## config.mk

```make
export PLATFORM = sky130hd
export DESIGN_NAME = id_stage
export DESIGN_NICKNAME = d
export VERILOG_FILES = /design/src/rtl/id_pkg.sv /design/src/rtl/decode_ctrl_if.sv /design/src/rtl/inst_decoder.sv /design/src/rtl/operand_select.sv /design/src/rtl/decode_slot.sv /design/src/rtl/id_stage.sv
export SDC_FILE = /design/constraint.sdc
export NUM_CORES = 1
export LEC_CHECK = 0
export ABC_AREA = 0
export BUFFER_PORTS_ARGS = -buffer_cell sky130_fd_sc_hd__buf_4
export CELL_PAD_IN_SITES_DETAIL_PLACEMENT = 0
export CELL_PAD_IN_SITES_GLOBAL_PLACEMENT = 1
export CORE_MARGIN = 2
export CORE_UTILIZATION = 39
export DETAILED_ROUTE_END_ITERATION = 16
export PLACE_DENSITY_LB_ADDON = 0.1
export SETUP_SLACK_MARGIN = 0.15
export SYNTH_ARGS = -nofsm -noshare
export SYNTH_HDL_FRONTEND = slang
export SYNTH_HIERARCHICAL = 1
export SYNTH_SLANG_ARGS = --single-unit
```

## constraint.sdc

```tcl
create_clock -name clock -period 4.1 [get_ports clock]
set_clock_uncertainty 0.1 [all_clocks]
set_input_delay 0.615 -clock clock [delete_from_list [all_inputs] [get_ports clock]]
set_output_delay 0.615 -clock clock [all_outputs]
set_load 0.02 [all_outputs]
```

## src/rtl/id_pkg.sv

```systemverilog
// encodings shared by the two-slot alpha decode stage
// integer subset only; fp, misc and ftpi opcodes get no constants and decode as illegal
// enum values are binary from 0, so a cleared register reads addq and adder
package id_pkg;

	//////////////////////////////////////////////////
	// widths
	//////////////////////////////////////////////////
	localparam int xlen      = 64;  // datapath
	localparam int inst_w    = 32;
	localparam int reg_idx_w = 5;
	localparam logic [reg_idx_w-1:0] zero_reg = 5'd31; // r31, no writeback

	// instruction field positions
	localparam int op_msb       = 31;
	localparam int op_lsb       = 26;
	localparam int ra_msb       = 25;
	localparam int ra_lsb       = 21;
	localparam int rb_msb       = 20;
	localparam int rb_lsb       = 16;
	localparam int rc_msb       = 4;
	localparam int rc_lsb       = 0;
	localparam int func_msb     = 11;
	localparam int func_lsb     = 5;
	localparam int lit_flag     = 12; // operate format, literal in place of rb
	localparam int lit_msb      = 20;
	localparam int lit_lsb      = 13;
	localparam int mem_disp_msb = 15; // 16-bit signed
	localparam int br_disp_msb  = 20; // 21-bit signed, in words

	localparam logic [25:0] halt_code = 26'h0555; // call_pal function for halt

	//////////////////////////////////////////////////
	// opcodes
	//////////////////////////////////////////////////
	localparam logic [5:0] op_pal  = 6'h00;
	localparam logic [5:0] op_lda  = 6'h08;
	localparam logic [5:0] op_inta = 6'h10; // add, sub, compares
	localparam logic [5:0] op_intl = 6'h11; // logicals
	localparam logic [5:0] op_ints = 6'h12; // shifts
	localparam logic [5:0] op_intm = 6'h13; // multiply
	localparam logic [5:0] op_jsr  = 6'h1a; // jmp, jsr, ret, jsr_co
	localparam logic [5:0] op_ldq  = 6'h29;
	localparam logic [5:0] op_stq  = 6'h2d;
	localparam logic [5:0] op_br   = 6'h30;
	localparam logic [5:0] op_fbeq = 6'h31;
	localparam logic [5:0] op_fblt = 6'h32;
	localparam logic [5:0] op_fble = 6'h33;
	localparam logic [5:0] op_bsr  = 6'h34;
	localparam logic [5:0] op_fbne = 6'h35;
	localparam logic [5:0] op_fbge = 6'h36;
	localparam logic [5:0] op_fbgt = 6'h37;

	// function codes, bits 11:5
	localparam logic [6:0] fn_addq   = 7'h20;
	localparam logic [6:0] fn_subq   = 7'h29;
	localparam logic [6:0] fn_cmpeq  = 7'h2d;
	localparam logic [6:0] fn_cmpult = 7'h1d;
	localparam logic [6:0] fn_cmpule = 7'h3d;
	localparam logic [6:0] fn_cmplt  = 7'h4d;
	localparam logic [6:0] fn_cmple  = 7'h6d;
	localparam logic [6:0] fn_and    = 7'h00;
	localparam logic [6:0] fn_bic    = 7'h08;
	localparam logic [6:0] fn_bis    = 7'h20;
	localparam logic [6:0] fn_ornot  = 7'h28;
	localparam logic [6:0] fn_xor    = 7'h40;
	localparam logic [6:0] fn_eqv    = 7'h48;
	localparam logic [6:0] fn_srl    = 7'h34;
	localparam logic [6:0] fn_sll    = 7'h39;
	localparam logic [6:0] fn_sra    = 7'h3c;
	localparam logic [6:0] fn_mulq   = 7'h20; // same code as addq, other opcode

	//////////////////////////////////////////////////
	// select and function types
	//////////////////////////////////////////////////
	typedef enum logic [1:0] {opa_rega, opa_mem_disp, opa_npc, opa_not3} opa_sel_t;
	typedef enum logic [1:0] {opb_regb, opb_alu_imm, opb_br_disp} opb_sel_t;
	typedef enum logic [1:0] {dest_none, dest_rega, dest_regc} dest_sel_t;
	typedef enum logic [1:0] {fu_adder, fu_multiplier, fu_memory} fu_sel_t;

	typedef enum logic [4:0] {
		alu_addq, alu_subq, alu_cmpeq, alu_cmpult, alu_cmpule, alu_cmplt,
		alu_cmple, alu_and, alu_bic, alu_bis, alu_ornot, alu_xor, alu_eqv,
		alu_srl, alu_sll, alu_sra, alu_mulq
	} alu_func_t;

endpackage

```

## src/rtl/decode_ctrl_if.sv

```systemverilog
// per-lane control from the decoder to the operand muxes
// purely combinational within a cycle, no handshake
interface decode_ctrl_if import id_pkg::*; ();

	opa_sel_t  opa_sel;  // operand a source
	opb_sel_t  opb_sel;  // operand b source
	dest_sel_t dest_sel; // writeback register field
	alu_func_t alu_func;

	// decoder side
	modport dec (
		output opa_sel,
		output opb_sel,
		output dest_sel,
		output alu_func
	);

	// operand selection side
	modport sel (
		input opa_sel,
		input opb_sel,
		input dest_sel,
		input alu_func
	);

endinterface

```

## src/rtl/inst_decoder.sv

```systemverilog
// combinational decode of one alpha instruction into datapath control
// inst_valid low gives the no-op defaults; illegal instructions also keep the defaults
// halt counts as valid, only illegal clears valid
module inst_decoder import id_pkg::*; (
	input  logic [inst_w-1:0] inst,
	input  logic              inst_valid, // ignore inst when low
	decode_ctrl_if.dec        ctrl,
	output logic              rd_mem,
	output logic              wr_mem,
	output logic              cond_br,
	output logic              uncond_br,
	output logic              halt,
	output logic              illegal,
	output logic              valid
);

	logic [5:0] opcode;
	logic [6:0] func;
	logic       func_ok;  // function code known for this operate opcode
	alu_func_t  op_func;
	opa_sel_t   opa_sel;
	opb_sel_t   opb_sel;
	dest_sel_t  dest_sel;
	alu_func_t  alu_func;

	assign opcode = inst[op_msb:op_lsb];
	assign func   = inst[func_msb:func_lsb];

	//////////////////////////////////////////////////
	// operate format function lookup
	//////////////////////////////////////////////////
	always_comb begin
		op_func = alu_addq;
		func_ok = 1'b1;
		case (opcode)
			op_inta:
				case (func)
					fn_addq:   op_func = alu_addq;
					fn_subq:   op_func = alu_subq;
					fn_cmpeq:  op_func = alu_cmpeq;
					fn_cmpult: op_func = alu_cmpult;
					fn_cmpule: op_func = alu_cmpule;
					fn_cmplt:  op_func = alu_cmplt;
					fn_cmple:  op_func = alu_cmple;
					default:   func_ok = 1'b0;
				endcase
			op_intl:
				case (func)
					fn_and:   op_func = alu_and;
					fn_bic:   op_func = alu_bic;
					fn_bis:   op_func = alu_bis;
					fn_ornot: op_func = alu_ornot;
					fn_xor:   op_func = alu_xor;
					fn_eqv:   op_func = alu_eqv;
					default:  func_ok = 1'b0;
				endcase
			op_ints:
				case (func)
					fn_srl:  op_func = alu_srl;
					fn_sll:  op_func = alu_sll;
					fn_sra:  op_func = alu_sra;
					default: func_ok = 1'b0;
				endcase
			op_intm:
				if (func == fn_mulq)
					op_func = alu_mulq;
				else
					func_ok = 1'b0;
			default: func_ok = 1'b0; // not an operate opcode
		endcase
	end

	//////////////////////////////////////////////////
	// main decode by opcode
	//////////////////////////////////////////////////
	always_comb begin
		// no-op defaults
		opa_sel   = opa_rega;
		opb_sel   = opb_regb;
		alu_func  = alu_addq;
		dest_sel  = dest_none;
		rd_mem    = 1'b0;
		wr_mem    = 1'b0;
		cond_br   = 1'b0;
		uncond_br = 1'b0;
		halt      = 1'b0;
		illegal   = 1'b0;
		if (inst_valid) begin
			case (opcode)
				op_pal: begin
					if (inst[$bits(halt_code)-1:0] == halt_code)
						halt = 1'b1;
					else
						illegal = 1'b1; // other pal calls unsupported
				end
				op_inta, op_intl, op_ints, op_intm: begin
					if (func_ok) begin
						opb_sel  = inst[lit_flag] ? opb_alu_imm : opb_regb;
						alu_func = op_func;
						dest_sel = dest_regc;
					end else begin
						illegal = 1'b1;
					end
				end
				op_jsr: begin
					opa_sel   = opa_not3; // word-align rb target
					alu_func  = alu_and;
					dest_sel  = dest_rega; // return address
					uncond_br = 1'b1;
				end
				op_lda: begin
					opa_sel  = opa_mem_disp; // rb + disp into ra
					dest_sel = dest_rega;
				end
				op_ldq: begin
					opa_sel  = opa_mem_disp;
					dest_sel = dest_rega;
					rd_mem   = 1'b1;
				end
				op_stq: begin
					opa_sel = opa_mem_disp; // ra is store data, no writeback
					wr_mem  = 1'b1;
				end
				op_br, op_bsr: begin
					opa_sel   = opa_npc;
					opb_sel   = opb_br_disp;
					dest_sel  = dest_rega; // link register
					uncond_br = 1'b1;
				end
				op_fbeq, op_fblt, op_fble, op_fbne, op_fbge, op_fbgt:
					illegal = 1'b1; // no fp branches
				default: begin
					if (opcode[5:4] == 2'b11) begin // integer conditional branches
						opa_sel = opa_npc;
						opb_sel = opb_br_disp;
						cond_br = 1'b1;
					end else begin
						illegal = 1'b1; // fp, misc, ftpi and unused opcodes
					end
				end
			endcase
		end
	end

	assign valid = inst_valid & ~illegal;

	assign ctrl.opa_sel  = opa_sel;
	assign ctrl.opb_sel  = opb_sel;
	assign ctrl.dest_sel = dest_sel;
	assign ctrl.alu_func = alu_func;

endmodule

```

## src/rtl/operand_select.sv

```systemverilog
// immediate extraction and operand, destination and unit muxes for one lane
// a register operand comes out as its zero-extended index with is_value low
// fu_sel looks at the raw opcode, it does not depend on inst_valid
module operand_select import id_pkg::*; (
	input  logic [inst_w-1:0]    inst,
	input  logic [xlen-1:0]      npc,   // pc + 4 of this inst
	decode_ctrl_if.sel           ctrl,
	output logic [xlen-1:0]      opa,
	output logic                 opa_is_value,
	output logic [xlen-1:0]      opb,
	output logic                 opb_is_value,
	output logic [reg_idx_w-1:0] dest_idx,
	output alu_func_t            alu_func,
	output fu_sel_t              fu_sel
);

	localparam int lit_w = lit_msb - lit_lsb + 1;

	logic [reg_idx_w-1:0] ra_idx;
	logic [reg_idx_w-1:0] rb_idx;
	logic [reg_idx_w-1:0] rc_idx;
	logic [xlen-1:0]      mem_disp;
	logic [xlen-1:0]      br_disp;
	logic [xlen-1:0]      alu_imm;
	logic [2:0]           op_grp;   // top opcode bits

	assign ra_idx = inst[ra_msb:ra_lsb];
	assign rb_idx = inst[rb_msb:rb_lsb];
	assign rc_idx = inst[rc_msb:rc_lsb];
	assign op_grp = inst[op_msb -: 3];

	// immediates
	assign mem_disp = {{(xlen-mem_disp_msb-1){inst[mem_disp_msb]}}, inst[mem_disp_msb:0]};
	assign br_disp  = {{(xlen-br_disp_msb-3){inst[br_disp_msb]}}, inst[br_disp_msb:0], 2'b00};
	assign alu_imm  = {{(xlen-lit_w){1'b0}}, inst[lit_msb:lit_lsb]}; // literal is unsigned

	//////////////////////////////////////////////////
	// operand muxes
	//////////////////////////////////////////////////
	always_comb begin
		opa_is_value = 1'b1;
		case (ctrl.opa_sel)
			opa_rega: begin
				opa          = {{(xlen-reg_idx_w){1'b0}}, ra_idx};
				opa_is_value = 1'b0; // tag, read regfile later
			end
			opa_mem_disp: opa = mem_disp;
			opa_npc:      opa = npc;
			default:      opa = ~{{(xlen-2){1'b0}}, 2'b11}; // not3 mask
		endcase
	end

	always_comb begin
		opb_is_value = 1'b1;
		case (ctrl.opb_sel)
			opb_alu_imm: opb = alu_imm;
			opb_br_disp: opb = br_disp;
			default: begin // regb
				opb          = {{(xlen-reg_idx_w){1'b0}}, rb_idx};
				opb_is_value = 1'b0;
			end
		endcase
	end

	// writeback index, r31 when none
	always_comb begin
		case (ctrl.dest_sel)
			dest_regc: dest_idx = rc_idx;
			dest_rega: dest_idx = ra_idx;
			default:   dest_idx = zero_reg;
		endcase
	end

	// unit select: lda/ldah, loads and stores go to memory
	always_comb begin
		case (op_grp)
			3'b001, 3'b100, 3'b101: fu_sel = fu_memory;
			default:                fu_sel = (ctrl.alu_func == alu_mulq) ? fu_multiplier : fu_adder;
		endcase
	end

	assign alu_func = ctrl.alu_func;

endmodule

```

## src/rtl/decode_slot.sv

```systemverilog
// one decode lane: decoder, operand muxes and the output register
// one cycle latency; stall high holds every output and drops the current input
module decode_slot import id_pkg::*; (
	input  logic                 clock,
	input  logic                 rst_n,
	input  logic                 stall,
	input  logic [inst_w-1:0]    inst,
	input  logic                 inst_valid,
	input  logic [xlen-1:0]      npc,
	output logic [xlen-1:0]      opa,
	output logic                 opa_is_value,
	output logic [xlen-1:0]      opb,
	output logic                 opb_is_value,
	output logic [reg_idx_w-1:0] dest_idx,
	output alu_func_t            alu_func,
	output logic [5:0]           op_type,   // opcode field
	output fu_sel_t              fu_sel,
	output logic                 rd_mem,
	output logic                 wr_mem,
	output logic                 cond_br,
	output logic                 uncond_br,
	output logic                 halt,
	output logic                 illegal,
	output logic                 valid
);

	// combinational lane results
	logic [xlen-1:0]      d_opa;
	logic [xlen-1:0]      d_opb;
	logic                 d_opa_is_value;
	logic                 d_opb_is_value;
	logic [reg_idx_w-1:0] d_dest_idx;
	alu_func_t            d_alu_func;
	fu_sel_t              d_fu_sel;
	logic                 d_rd_mem;
	logic                 d_wr_mem;
	logic                 d_cond_br;
	logic                 d_uncond_br;
	logic                 d_halt;
	logic                 d_illegal;
	logic                 d_valid;

	decode_ctrl_if u_ctrl ();

	inst_decoder u_dec (
		.inst(inst), .inst_valid(inst_valid), .ctrl(u_ctrl.dec),
		.rd_mem(d_rd_mem), .wr_mem(d_wr_mem),
		.cond_br(d_cond_br), .uncond_br(d_uncond_br),
		.halt(d_halt), .illegal(d_illegal), .valid(d_valid)
	);

	operand_select u_sel (
		.inst(inst), .npc(npc), .ctrl(u_ctrl.sel),
		.opa(d_opa), .opa_is_value(d_opa_is_value),
		.opb(d_opb), .opb_is_value(d_opb_is_value),
		.dest_idx(d_dest_idx), .alu_func(d_alu_func), .fu_sel(d_fu_sel)
	);

	//////////////////////////////////////////////////
	// decode output register
	//////////////////////////////////////////////////
	always_ff @(posedge clock) begin
		if (!rst_n) begin
			opa          <= '0;
			opa_is_value <= 1'b0;
			opb          <= '0;
			opb_is_value <= 1'b0;
			dest_idx     <= zero_reg; // no writeback out of reset
			alu_func     <= alu_addq;
			op_type      <= '0;
			fu_sel       <= fu_adder;
			rd_mem       <= 1'b0;
			wr_mem       <= 1'b0;
			cond_br      <= 1'b0;
			uncond_br    <= 1'b0;
			halt         <= 1'b0;
			illegal      <= 1'b0;
			valid        <= 1'b0;
		end else if (!stall) begin // hold while stalled
			opa          <= d_opa;
			opa_is_value <= d_opa_is_value;
			opb          <= d_opb;
			opb_is_value <= d_opb_is_value;
			dest_idx     <= d_dest_idx;
			alu_func     <= d_alu_func;
			op_type      <= inst[op_msb:op_lsb];
			fu_sel       <= d_fu_sel;
			rd_mem       <= d_rd_mem;
			wr_mem       <= d_wr_mem;
			cond_br      <= d_cond_br;
			uncond_br    <= d_uncond_br;
			halt         <= d_halt;
			illegal      <= d_illegal;
			valid        <= d_valid;
		end
	end

endmodule

```

## src/rtl/id_stage.sv

```systemverilog
// two-slot decode stage, lanes are independent with no cross-lane checks
// both lanes share one stall, outputs follow the capturing edge by one cycle
module id_stage import id_pkg::*; (
	input  logic                 clock,
	input  logic                 rst_n,
	input  logic                 stall,   // hold both lanes
	input  logic [inst_w-1:0]    inst1,
	input  logic [inst_w-1:0]    inst2,
	input  logic                 inst_valid1,
	input  logic                 inst_valid2,
	input  logic [xlen-1:0]      npc1,
	input  logic [xlen-1:0]      npc2,

	// lane 1
	output logic [xlen-1:0]      opa_1, opb_1,
	output logic                 opa_is_value_1, opb_is_value_1,
	output logic [reg_idx_w-1:0] dest_idx_1,
	output alu_func_t            alu_func_1,
	output logic [5:0]           op_type_1,
	output fu_sel_t              fu_sel_1,
	output logic                 rd_mem_1, wr_mem_1, cond_br_1, uncond_br_1,
	output logic                 halt_1, illegal_1, valid_1,

	// lane 2
	output logic [xlen-1:0]      opa_2, opb_2,
	output logic                 opa_is_value_2, opb_is_value_2,
	output logic [reg_idx_w-1:0] dest_idx_2,
	output alu_func_t            alu_func_2,
	output logic [5:0]           op_type_2,
	output fu_sel_t              fu_sel_2,
	output logic                 rd_mem_2, wr_mem_2, cond_br_2, uncond_br_2,
	output logic                 halt_2, illegal_2, valid_2
);

	//////////////////////////////////////////////////
	// lanes
	//////////////////////////////////////////////////
	decode_slot u_slot1 (
		.clock(clock), .rst_n(rst_n), .stall(stall),
		.inst(inst1), .inst_valid(inst_valid1), .npc(npc1),
		.opa(opa_1), .opa_is_value(opa_is_value_1),
		.opb(opb_1), .opb_is_value(opb_is_value_1),
		.dest_idx(dest_idx_1), .alu_func(alu_func_1),
		.op_type(op_type_1), .fu_sel(fu_sel_1),
		.rd_mem(rd_mem_1), .wr_mem(wr_mem_1),
		.cond_br(cond_br_1), .uncond_br(uncond_br_1),
		.halt(halt_1), .illegal(illegal_1), .valid(valid_1)
	);

	decode_slot u_slot2 ( // older-second slot, same decode
		.clock(clock), .rst_n(rst_n), .stall(stall),
		.inst(inst2), .inst_valid(inst_valid2), .npc(npc2),
		.opa(opa_2), .opa_is_value(opa_is_value_2),
		.opb(opb_2), .opb_is_value(opb_is_value_2),
		.dest_idx(dest_idx_2), .alu_func(alu_func_2),
		.op_type(op_type_2), .fu_sel(fu_sel_2),
		.rd_mem(rd_mem_2), .wr_mem(wr_mem_2),
		.cond_br(cond_br_2), .uncond_br(uncond_br_2),
		.halt(halt_2), .illegal(illegal_2), .valid(valid_2)
	);

endmodule

```

==> results.toml <==
[logic_synthesis]
yosys_register_bits = 310
post-synth-top-count-cell = "mux2i_1"
synth_area_per_cell_sq_um = 9.20
synth_commonest_cells = "314 x mux2i_1, 310 x dfxtp_1, 308 x nor2b_1"
synthAdderAreaFrac_pct = 0.620
synth_compound_area_share_pct = 5.66
synthMuxAreaShare_pct = 20.0
netlist_area_sq_um = 16100
synth_top_area_share_pct = 38.4
yosys-top-cells-area = "dfxtp_1 38%, mux2i_1 19%, nor2b_1 12%"
synthSimpleGateAreaFrac_pct = 25.2
synth_edf_count = 0
ys.flop_type = "dfxtp_1"
yosysUniqueCellTypes = 60
synth_area_leader_cell = "dfxtp_1"
async_reset_ff_share_pct = 0
synthCells = 1755
synth_top_family_by_area = "simple AND/OR/NAND/NOR gates"
synthXorXnorAreaFrac_pct = 0.326
yosysWarnings = 6
yosysSeqAreaShare_pct = 38.4
synth_nets = 1960

[placed_design]
placedCellCount = 2608
io_buffers = 506
dp_hpwl_microns = 36800
gp_congestion = 0.867
dpl_worst_slack_ns = 0.350

[critical_path]
crit_family = "simple AND/OR/NAND/NOR gates"
crit_type = "input pin to register"
cp_cell_sequence = "buf_4, nor2b_1, nand4_1, and4_1, a21oi_2, and2_1, inv_1, ha_1, nor2b_4, and2_1, buf_12, mux2i_1, nor2b_1"
arrival_ns = 3.62
cp_slowest_stage_delay_ns = 0.48
worstSetupStartpointType = "input pin"
cp_slowest_cell = "nor2b_1"
endpoint_kind = "register"
critPathBufInv = 3
cp_max_fo = 42
cp.depth = 13
crit_required_ns = 4.49
reg2reg_depth = 2
r2r_slack_ns = 3.36

[sta]
fmax_ghz = 0.310
relSlewSlack_pct = 32.4
maxSlewViolCount = 0
worst_pin_slew_ns = 1.01
fin_crit_ns = 3.23
setup_ws_ns = 0.871
finalHoldViolCount = 0
fin_crit_sh_pct = 78.8
setup_tns_ns = 0
setup_viol = 0
rsz0062_at_grt = "no"

[clock_tree]
clock-sinks = 310
holdBufCountCts = 0
cts_buffers = 38
post_cts_resized = 0
clk_root_buffer_cell = "clkbuf_16"
path_clk_slew_ns = 0.06
cts_setup_buffers = 0
cts_tree = "yes"
htree_levels = 2
insertion_delay_ns = 0.53
clk_path_buf_depth = 3

[finish]
fin_cells = 2675
area_growth_pct = 28.4
regArea_sq_um = 6210
drive_gt1_share_pct = 29.0
fin_nets = 2321
multi_input_area_sq_um = 8390
n_fill_cell = 3952
diodes = 0

[detailed_routing]
finalWirelength_microns = 50900
wire_per_inst_microns = 19.0
dr.pass1.iters = 5
num_vias = 13000
remaining_drc_errors = 0
ant_nets = 0
viasPerCell = 4.87
drt_first_iter_violations = 793

[power]
leakage_nw = 9.68
power_density_nw_per_um2 = 357
vdd.ir_drop.worst_mv = 0.283

[job]
maxCapViolations = 0

[floorplanning]
fp-row-count = 74
dieArea_sq_um = 43000
die_height_microns = 207
io_pins = 507
dieWidth_microns = 207
initial_utilization_pct = 39.5
core_area_sq_um = 40800

[grt]
antenna_found_initial = 0
grt_pass1_vias = 12700
grt_overflow = 0
grt_usage_pct = 22.6
grt_pass1_wl_microns = 77200
grt_max_degree = 129

[hold_path]
hold_path_class = "input pin to register"
min_delay_path_depth = 5

[status]
status = "finished, final reports clean"
## kinds of logic (layout without fill, tap and decap cells)
| group | count (synthesis) | in the layout |
|---|---|---|
| fa+ha+maj | 8 | 8 |
| flops | 310 | 310 |
| mux | 320 | 320 |
| xor+xnor | 6 | 6 |
| simple gates | 755 | 755 |
| compound gates | 126 | 126 |
| buf+inv | 230 | 618 |
## power by group
part           switching, mW  internal (mW)
logic                  0.439          0.398
clock network           1.31           2.17
registers             0.0249           3.06
## worst register-to-register path: stages (launching register included)
cell	delay (ns)
dfxtp_1	0.31
mux2i_1	0.13
nand2_1	0.07
## area by class of cell
type / instances / share of cell area (%)
clock buffer: 54 / 5.27
timing repair buffer: 535 / 19.9
tap: 532 / 3.21
clock inverter: 13 / 0.978
multi-input combinational: 1215 / 40.5
sequential: 310 / 29.9
inverter: 16 / 0.290
## metrics by stage
| step | power [mW] | hold WS [ns] | utilization, % | area [sq um] |
|---|---|---|---|---|
| 2_1_floorplan | 3.65 | 0.496 | - | 16100 |
| 3_3_place_gp | 3.98 | 0.360 | 47.6 | 19400 |
| 3_5_place_dp | 3.99 | 0.368 | 47.6 | 19400 |
| 4_1_cts | 7.51 | 0.282 | 50.8 | 20700 |
| 5_1_grt | 7.70 | 0.319 | 50.8 | 20700 |
| 6_report | 7.41 | 0.321 | 50.8 | 20700 |
## metal layers
metal	track usage (%)	up-vias	wire length (microns)
met5	0	-	0
met4	5.62	0	1050
met3	7.78	52	4090
met2	35.9	385	23300
met1	29.4	6092	22400
li1	-	6505	-
## path summary, 6_finish.rpt
kind	from	endpoint
hold / removal	npc2[40]	u_slot2/opa[40]$_SDFFE_PN0N_
setup / recovery	inst1[26]	u_slot1/opb[39]$_SDFFE_PN0N_
hold reg to reg	u_slot1/dest_idx[2]$_SDFFE_PN1N_	u_slot1/dest_idx[2]$_SDFFE_PN1N_
setup reg to reg	u_slot2/dest_idx[3]$_SDFFE_PN1N_	u_slot2/dest_idx[3]$_SDFFE_PN1N_
## layout by cell type, fill, tap and decap left out, drive strengths merged, types with 10 or more instances in the layout
master and n:
dfxtp 310, o21ai 20, nor3 13, nor4b 10, nand2 234, mux2i 314
a22oi 14, a221o 10, inv 18, and2 38, a21oi 32, buf 535
nor2b 310, nand3 10, nor2 74, nand3b 12, nand2b 12, clkbuf 54
## sequential cells by signal, summed over array words and instances, names as in the netlist, 2 cells and up
name / flops
u_slot1/opa: 64
u_slot1/fu_sel: 2
u_slot1/alu_func: 5
u_slot1/op_type: 6
u_slot2/dest_idx: 5
u_slot2/op_type: 6
u_slot2/opb: 64
u_slot1/opb: 64
u_slot2/opa: 64
u_slot2/alu_func: 5
u_slot1/dest_idx: 5
u_slot2/fu_sel: 2
(Power assumes the default switching activity.)
